`config.mk`:
```
export PLATFORM = sky130hd
export DESIGN_NAME = debug_monitor_top
export DESIGN_NICKNAME = d
export VERILOG_FILES = /design/src/source/debug_pkg.sv /design/src/source/debug_cmd_decode.sv /design/src/source/debug_dump_sequencer.sv /design/src/source/debug_monitor_top.sv /design/src/source/uart_rx.sv /design/src/source/uart_tx.sv
export SDC_FILE = /design/constraint.sdc
export NUM_CORES = 1
export LEC_CHECK = 0
export BUFFER_PORTS_ARGS = -buffer_cell sky130_fd_sc_hd__buf_2
export CAP_MARGIN = 5
export CORE_MARGIN = 10
export CORE_UTILIZATION = 40
export DETAILED_ROUTE_END_ITERATION = 8
export PLACE_DENSITY = 0.69
export SLEW_MARGIN = 20
export SYNTH_ARGS = -nofsm -noshare
export SYNTH_HDL_FRONTEND = slang
export SYNTH_HIERARCHICAL = 1
export SYNTH_SLANG_ARGS = --single-unit
export TNS_END_PERCENT = 1
```
`constraint.sdc`:
```
create_clock -name clk_in -period 3.3 [get_ports clk_in]
set_input_delay 0.165 -clock clk_in [delete_from_list [all_inputs] [get_ports clk_in]]
set_output_delay 0.165 -clock clk_in [all_outputs]
set_load 0.005 [all_outputs]
```
`src/source/debug_pkg.sv`:
```
/* debug monitor shared types */
package debug_pkg;

    // bits per uart frame payload
    localparam int unsigned UART_DATA_BITS = 8;

    // host command characters
    localparam logic [7:0] CHAR_PAUSE = 8'h50;
    localparam logic [7:0] CHAR_RESUME = 8'h52;
    localparam logic [7:0] CHAR_SNAPSHOT = 8'h53;

    // terminates every dump
    localparam logic [7:0] CHAR_NEWLINE = 8'h0A;

    typedef enum logic [1:0] {
        CMD_PAUSE = 2'd0,
        CMD_RESUME = 2'd1,
        CMD_SNAPSHOT = 2'd2
    } cmd_op_t;

    // decoder to sequencer command
    typedef struct packed {
        cmd_op_t op;
    } debug_cmd_t;

endpackage

```
`src/source/debug_cmd_decode.sv`:
```
/* host command decoder */
`timescale 1ns/100ps
module debug_cmd_decode (
    input  logic                  clk_in,
    input  logic                  reset,
    input  logic [7:0]            i_byte,
    input  logic                  i_valid,
    output logic                  o_req,
    output debug_pkg::debug_cmd_t o_cmd,
    input  logic                  i_ack
);
    import debug_pkg::*;

    logic known;
    cmd_op_t op_next;
    logic hs_busy;
    logic take;

    always_comb begin
        known = 1'b1;
        op_next = CMD_PAUSE;
        case (i_byte)
            CHAR_PAUSE: op_next = CMD_PAUSE;
            CHAR_RESUME: op_next = CMD_RESUME;
            CHAR_SNAPSHOT: op_next = CMD_SNAPSHOT;
            default: known = 1'b0;
        endcase
    end

    // handshake runs until ack has fallen again
    assign hs_busy = o_req | i_ack;
    assign take = i_valid & known & ~hs_busy;

    // requester side of the four-phase handshake
    always_ff @(posedge clk_in) begin
        if (reset) begin
            o_req <= 1'b0;
        end else if (o_req && i_ack) begin
            o_req <= 1'b0;
        end else if (take) begin
            o_req <= 1'b1;
        end
    end

    // command held stable while req is up
    always_ff @(posedge clk_in) begin
        if (take) begin
            o_cmd.op <= op_next;
        end
    end

endmodule

```
`src/source/debug_dump_sequencer.sv`:
```
/* snapshot dump sequencer */
`timescale 1ns/100ps
module debug_dump_sequencer #(
    parameter int unsigned DATA_WIDTH = 32,
    parameter int unsigned DUMP_PERIOD = 67000000
) (
    input  logic                  clk_in,
    input  logic                  reset,
    input  logic                  i_req,
    input  debug_pkg::debug_cmd_t i_cmd,
    output logic                  o_ack,
    input  logic [DATA_WIDTH-1:0] i_data,
    output logic                  o_tx_start,
    output logic [7:0]            o_tx_byte,
    input  logic                  i_tx_busy
);
    import debug_pkg::*;

    localparam int unsigned NUM_BYTES = DATA_WIDTH / UART_DATA_BITS;
    localparam int unsigned POS_W = $clog2(NUM_BYTES + 1);
    localparam int unsigned PER_W = $clog2(DUMP_PERIOD + 1);
    localparam logic [PER_W-1:0] PERIOD_LAST = PER_W'(DUMP_PERIOD - 1);

    typedef enum logic [1:0] {
        SEQ_IDLE,
        SEQ_START,
        SEQ_SEND,
        SEQ_WAIT
    } seq_state_t;

    seq_state_t state;
    logic [PER_W-1:0] period_cnt;
    logic tick;
    logic paused;
    logic pending;
    logic start_dump;
    logic closing;
    logic [POS_W-1:0] bytes_left;
    logic [DATA_WIDTH-1:0] data_copy;

    // one-cycle tick every DUMP_PERIOD cycles
    always_ff @(posedge clk_in) begin
        if (reset) begin
            period_cnt <= '0;
            tick <= 1'b0;
        end else if (period_cnt == PERIOD_LAST) begin
            period_cnt <= '0;
            tick <= 1'b1;
        end else begin
            period_cnt <= period_cnt + 1'b1;
            tick <= 1'b0;
        end
    end

    // ticks outside idle are lost, a pending snapshot is not
    assign start_dump = (state == SEQ_IDLE) && (pending || (tick && !paused));

    // responder side of the handshake
    always_ff @(posedge clk_in) begin
        if (reset) begin
            o_ack <= 1'b0;
            paused <= 1'b0;
            pending <= 1'b0;
        end else begin
            if (start_dump) begin
                pending <= 1'b0;
            end
            if (i_req && !o_ack) begin
                o_ack <= 1'b1;
                case (i_cmd.op)
                    CMD_PAUSE: paused <= 1'b1;
                    CMD_RESUME: paused <= 1'b0;
                    CMD_SNAPSHOT: pending <= 1'b1;
                    default: ;
                endcase
            end else if (!i_req) begin
                o_ack <= 1'b0;
            end
        end
    end

    always_ff @(posedge clk_in) begin
        if (reset) begin
            state <= SEQ_IDLE;
            o_tx_start <= 1'b0;
            closing <= 1'b0;
            bytes_left <= '0;
        end else begin
            case (state)
                SEQ_IDLE: begin
                    if (start_dump) begin
                        data_copy <= i_data;
                        bytes_left <= POS_W'(NUM_BYTES);
                        state <= SEQ_START;
                    end
                end
                SEQ_START: begin
                    // all data bytes out, newline is next
                    closing <= (bytes_left == '0);
                    state <= SEQ_SEND;
                end
                SEQ_SEND: begin
                    if (!i_tx_busy) begin
                        o_tx_byte <= closing ? CHAR_NEWLINE
                                             : data_copy[DATA_WIDTH-1 -: UART_DATA_BITS];
                        o_tx_start <= 1'b1;
                        state <= SEQ_WAIT;
                    end
                end
                default: begin
                    o_tx_start <= 1'b0;
                    // busy shows up one cycle after start
                    if (!o_tx_start && !i_tx_busy) begin
                        if (closing) begin
                            state <= SEQ_IDLE;
                        end else begin
                            data_copy <= data_copy << UART_DATA_BITS;
                            bytes_left <= bytes_left - 1'b1;
                            state <= SEQ_START;
                        end
                    end
                end
            endcase
        end
    end

endmodule

```
`src/source/debug_monitor_top.sv`:
```
/* uart debug monitor */
`timescale 1ns/100ps
module debug_monitor_top #(
    parameter int unsigned DATA_WIDTH = 32,
    parameter int unsigned TICKS_PER_BIT = 191,
    parameter int unsigned DUMP_PERIOD = 67000000
) (
    input  logic                  clk_in,
    input  logic                  reset,
    input  logic                  i_rx,
    input  logic [DATA_WIDTH-1:0] i_data,
    output logic                  o_tx,
    output logic [7:0]            o_cmd_byte,
    output logic                  o_cmd_valid
);
    import debug_pkg::*;

    logic [7:0] rx_byte;
    logic rx_valid;
    logic cmd_req;
    logic cmd_ack;
    debug_cmd_t cmd;
    logic tx_start;
    logic [7:0] tx_byte;
    logic tx_busy;

    // every received byte is visible, known or not
    assign o_cmd_byte = rx_byte;
    assign o_cmd_valid = rx_valid;

    uart_rx #(
        .TICKS_PER_BIT(TICKS_PER_BIT)
    ) u_rx (
        .clk_in (clk_in),
        .reset  (reset),
        .i_rx   (i_rx),
        .o_byte (rx_byte),
        .o_valid(rx_valid)
    );

    debug_cmd_decode u_decode (
        .clk_in (clk_in),
        .reset  (reset),
        .i_byte (rx_byte),
        .i_valid(rx_valid),
        .o_req  (cmd_req),
        .o_cmd  (cmd),
        .i_ack  (cmd_ack)
    );

    debug_dump_sequencer #(
        .DATA_WIDTH (DATA_WIDTH),
        .DUMP_PERIOD(DUMP_PERIOD)
    ) u_seq (
        .clk_in    (clk_in),
        .reset     (reset),
        .i_req     (cmd_req),
        .i_cmd     (cmd),
        .o_ack     (cmd_ack),
        .i_data    (i_data),
        .o_tx_start(tx_start),
        .o_tx_byte (tx_byte),
        .i_tx_busy (tx_busy)
    );

    uart_tx #(
        .TICKS_PER_BIT(TICKS_PER_BIT)
    ) u_tx (
        .clk_in (clk_in),
        .reset  (reset),
        .i_start(tx_start),
        .i_byte (tx_byte),
        .o_busy (tx_busy),
        .o_tx   (o_tx)
    );

endmodule

```
`src/source/uart_rx.sv`:
```
/* uart receiver, 8N1 */
`timescale 1ns/100ps
module uart_rx #(
    parameter int unsigned TICKS_PER_BIT = 191
) (
    input  logic       clk_in,
    input  logic       reset,
    input  logic       i_rx,
    output logic [7:0] o_byte,
    output logic       o_valid
);
    import debug_pkg::*;

    localparam int unsigned CNT_W = $clog2(TICKS_PER_BIT + 1);
    localparam int unsigned BIT_W = $clog2(UART_DATA_BITS);
    localparam logic [CNT_W-1:0] FULL_BIT = CNT_W'(TICKS_PER_BIT - 1);
    localparam logic [CNT_W-1:0] HALF_BIT = CNT_W'(TICKS_PER_BIT / 2 - 1);
    localparam logic [BIT_W-1:0] LAST_BIT = BIT_W'(UART_DATA_BITS - 1);

    typedef enum logic [1:0] {
        RX_IDLE,
        RX_START,
        RX_DATA,
        RX_STOP
    } rx_state_t;

    rx_state_t state;
    logic [1:0] rx_sync;
    logic [CNT_W-1:0] tick_cnt;
    logic [BIT_W-1:0] bit_cnt;
    logic [UART_DATA_BITS-1:0] shift;

    always_ff @(posedge clk_in) begin
        if (reset) begin
            // line idles high
            rx_sync <= 2'b11;
            state <= RX_IDLE;
            tick_cnt <= '0;
            bit_cnt <= '0;
            o_valid <= 1'b0;
        end else begin
            rx_sync <= {rx_sync[0], i_rx};
            o_valid <= 1'b0;
            case (state)
                RX_IDLE: begin
                    tick_cnt <= '0;
                    if (!rx_sync[1]) begin
                        state <= RX_START;
                    end
                end
                RX_START: begin
                    // mid start bit, a high line here was only a glitch
                    if (tick_cnt == HALF_BIT) begin
                        tick_cnt <= '0;
                        bit_cnt <= '0;
                        state <= rx_sync[1] ? RX_IDLE : RX_DATA;
                    end else begin
                        tick_cnt <= tick_cnt + 1'b1;
                    end
                end
                RX_DATA: begin
                    if (tick_cnt == FULL_BIT) begin
                        tick_cnt <= '0;
                        // lsb first
                        shift <= {rx_sync[1], shift[UART_DATA_BITS-1:1]};
                        if (bit_cnt == LAST_BIT) begin
                            state <= RX_STOP;
                        end else begin
                            bit_cnt <= bit_cnt + 1'b1;
                        end
                    end else begin
                        tick_cnt <= tick_cnt + 1'b1;
                    end
                end
                default: begin
                    // stop bit must be high or the frame is dropped
                    if (tick_cnt == FULL_BIT) begin
                        tick_cnt <= '0;
                        state <= RX_IDLE;
                        if (rx_sync[1]) begin
                            o_byte <= shift;
                            o_valid <= 1'b1;
                        end
                    end else begin
                        tick_cnt <= tick_cnt + 1'b1;
                    end
                end
            endcase
        end
    end

endmodule

```
`src/source/uart_tx.sv`:
```
/* uart transmitter, 8N1 */
`timescale 1ns/100ps
module uart_tx #(
    parameter int unsigned TICKS_PER_BIT = 191
) (
    input  logic       clk_in,
    input  logic       reset,
    input  logic       i_start,
    input  logic [7:0] i_byte,
    output logic       o_busy,
    output logic       o_tx
);
    import debug_pkg::*;

    localparam int unsigned CNT_W = $clog2(TICKS_PER_BIT + 1);
    localparam int unsigned IDX_W = $clog2(UART_DATA_BITS + 2);
    localparam logic [CNT_W-1:0] FULL_BIT = CNT_W'(TICKS_PER_BIT - 1);
    // start bit is index 0, stop bit is the last index
    localparam logic [IDX_W-1:0] STOP_IDX = IDX_W'(UART_DATA_BITS + 1);

    logic [CNT_W-1:0] tick_cnt;
    logic [IDX_W-1:0] bit_idx;
    // data bits with the stop bit shifted in behind them
    logic [UART_DATA_BITS:0] shift;

    always_ff @(posedge clk_in) begin
        if (reset) begin
            o_busy <= 1'b0;
            o_tx <= 1'b1;
            tick_cnt <= '0;
            bit_idx <= '0;
        end else if (!o_busy) begin
            if (i_start) begin
                shift <= {1'b1, i_byte};
                o_busy <= 1'b1;
                o_tx <= 1'b0;
                tick_cnt <= '0;
                bit_idx <= '0;
            end
        end else if (tick_cnt == FULL_BIT) begin
            tick_cnt <= '0;
            if (bit_idx == STOP_IDX) begin
                // line stays high after the stop bit
                o_busy <= 1'b0;
            end else begin
                o_tx <= shift[0];
                shift <= {1'b1, shift[UART_DATA_BITS:1]};
                bit_idx <= bit_idx + 1'b1;
            end
        end else begin
            tick_cnt <= tick_cnt + 1'b1;
        end
    end

endmodule
```
==> flow_summary.ini <==
[worst_setup_path]
worstPathArrival_ns = 2.47
cp-end-kind = register
cp_max_fo = 31
worst_setup_path_start_kind = register
worstPathRequired_ns = 3.34
critPathKind = register to register

[yosys]
syn-num-nets = 584
synth_area_um2 = 5990
synthArstFlopShare_pct = 0
ys_ff_latch = 134
yosys.area.top_type_share_pct = 33.1
ys_top_cells_by_area = edfxtp_1, dfxtp_1, mux2_2
synth_cell_type_count = 67
synth_area_leader_cell = edfxtp_1
avgSynthCellArea_um2 = 11.3
yosys_warnings = 6
netlist_instances = 530
ys_seq_area_share_pct = 55.9
synth_flop_cell = dfxtp_1
synth-edff-count = 66

[timing]
fin_crit_ns = 2.42
slew_headroom_pct = 34.4
grt_setup_unrepaired = false
min_period_over_period_pct = 73.5
setup_tns_ns = 0
maxSlewViolCount = 0
setup_viol = 0
finalHoldViolCount = 0
finClkSkew_ns = 0.0127
worst_slew_pin_slew_ns = 0.983
fmax_mhz = 412

[floorplan]
die_y_um = 142
fp.dieArea_um2 = 20300
coreArea_um2 = 14600
initial_core_util_pct = 41.0
rows = 44
ioPinCount = 45
fp.dieW_um = 142

[clocking]
cts_hold_buf = 1
cts_setup_buffers = 0
tritoncts = yes
htree_levels = 4
ctsResizeCount = 0
cts_buffers = 17
clockRootBuffer = clkbuf_16
clk_pin_slew_ns = 0.06
clk_path_buf_depth = 2
cts.sink_count = 134
insertion_delay_ns = 0.42

[detailed_routing]
dr.first_iter.drc_count = 267
viasPerCell = 5.21
drt_first_pass_iters = 4
ant_nets = 0
drc = 0
wirelength_um = 11100
vias = 4046
wire_per_inst_um = 14.2

[status]
status = completed

[place]
dp_cells = 744
placedInstanceArea_um2 = 6370
dp_hpwl_um = 7590
gp_congestion = 0.823
io_buffers = 44

[finish]
nets = 634
antenna_cells = 0
fin_area_um2 = 7050
final_core_util_pct = 48.3
area_growth_pct = 17.7
layoutNonFillerInstCount = 777
drive_gt1_share_pct = 23.1

[pwr]
seqPwrFrac_pct = 42.2
pwr-share-clk_pct = 43.0
netSwitchingFraction_pct = 24.9
cell_internal_pwr_w = 0.00366
irDropWorstVdd_v = 0.000426
switchingPower_w = 0.00121
power.density_nw_per_um2 = 691
p_comb_share_pct = 14.8
leakagePower_nw = 2.44
total_power_w = 0.00487

[run]
maxCapViolCount = 0

[global_routing]
antenna_found_initial = 0
grt_pass1_vias = 3978
grt_max_degree = 40
grt.met3_usage_pct = 4.07
met1_usage_pct = 13.9
grt_usage_pct = 11.4
busiest_layer = met2
overflow = 0
grt_pass1_wl_um = 18900
gr-usage-met2_pct = 18.0

[worst_hold_path]
hold_path_class = primary input to register
## cell usage in the layout, fill, tap and decap left out, types with 6 or more instances in the layout
cell        n
edfxtp_1   66
nor2b_1    10
a21oi_1    30
mux2_2     32
dfxtp_1    68
nand2_1    29
nand4_1    17
ha_1       19
buf_2      44
or2_2       7
inv_1      20
nor2_1     44
nor3_1     13
clkbuf_16  17
and2_1      9
xnor2_1    14
or3_1      11
o21ai_0    13
nand3_1    20
nor4_1      7
and3_1      7
xor2_1      6
## sequential cells by signal, summed over array words and instances (netlist names), 2 cells and up
signal and count:
u_rx/tick_cnt 8, u_decode/o_cmd 2, u_rx/shift 8, u_tx/shift 8
u_rx/bit_cnt 3, u_seq/period_cnt 26, u_tx/bit_idx 4, u_rx/rx_sync 2
u_rx/o_byte 8, u_tx/tick_cnt 8, u_seq/o_tx_byte 8, u_seq/state 2
u_rx/state 2, u_seq/bytes_left 3, u_seq/data_copy 32
## power groups by stage
stage	Clock (W)	Combinational, W	Sequential [W]
floorplan	0	0.000624	0.00203
global placement	0	0.000687	0.00208
detailed placement	0	0.000722	0.00209
CTS	0.00214	0.000732	0.00206
global route	0.00220	0.000813	0.00208
finish	0.00209	0.000720	0.00205
## metrics by stage
step,setup slack (ns),hold WS [ns]
CTS,0.860,0.00623
floorplan,0.499,0.234
global route,0.565,0.0241
global placement,1.01,0.353
detailed placement,0.838,0.359
finish,0.875,0.0280
## worst max-delay path, cell delays in order (launching register included)
cell,delay (ns)
dfxtp_1,0.97
nand4_2,0.36
a21oi_1,0.72
## kinds of logic (layout without fill, tap and decap cells)
logic type / after synthesis / in the layout / share of synthesized area (%)
xor gates and xnor gates: 20 / 20 / 2.93
muxes: 34 / 34 / 6.35
DFF: 134 / 134 / 55.9
adders and majority gates: 19 / 19 / 3.97
AOI/OAI and AO/OA: 71 / 71 / 7.55
buffers and inverters: 39 / 102 / 2.97
and+or+nand+nor: 213 / 213 / 20.4
## worst paths after layout
path | startpoint | to | slack (ns) | cells after the start
hold / removal | i_data[5] | u_seq/data_copy[5] | 0.03 | 2
hold reg to reg | u_rx/rx_sync[0] | u_rx/rx_sync[1] | 0.41 | 1
setup reg to reg | u_tx/o_busy | u_tx/shift[6] | 0.88 | 2
setup / recovery | u_tx/o_busy | u_tx/shift[6] | 0.88 | 2
## cells in the mapped netlist, types with 4 or more instances
cell type  number
xnor2_1        14
or2_2           7
edfxtp_1       66
nor3_1         13
or3_1          11
inv_1          20
nand4_1        17
dfxtp_1        68
ha_1           19
nand3_1        20
xor2_1          6
buf_2           7
o21ai_0        13
nor4_1          7
and3_1          7
a21oi_1        30
nor2b_1        10
and2_1          9
nor2_1         45
mux2_2         32
nand2_1        29
or4_1           4
clkbuf_1        8
nand2b_1        4
## cell type report
cell class              instances  area, um^2
clock buffers                  19         443
clock inverters                13         219
flip-flops and latches        134        3340
inverters                      20        75.1
repair buffers                 50         268
fillers                      1261        7540
multi-input cells             357        2470
well taps                     184         230
## routing by layer
metal,vias to the layer above,wire (um),share of wire (%)
met5,-,0,0
met4,0,103,0.93
met3,7,456,4.1
met2,71,5450,49
met1,1931,5050,46
li1,2037,-,-
(Power assumes the default switching activity.)
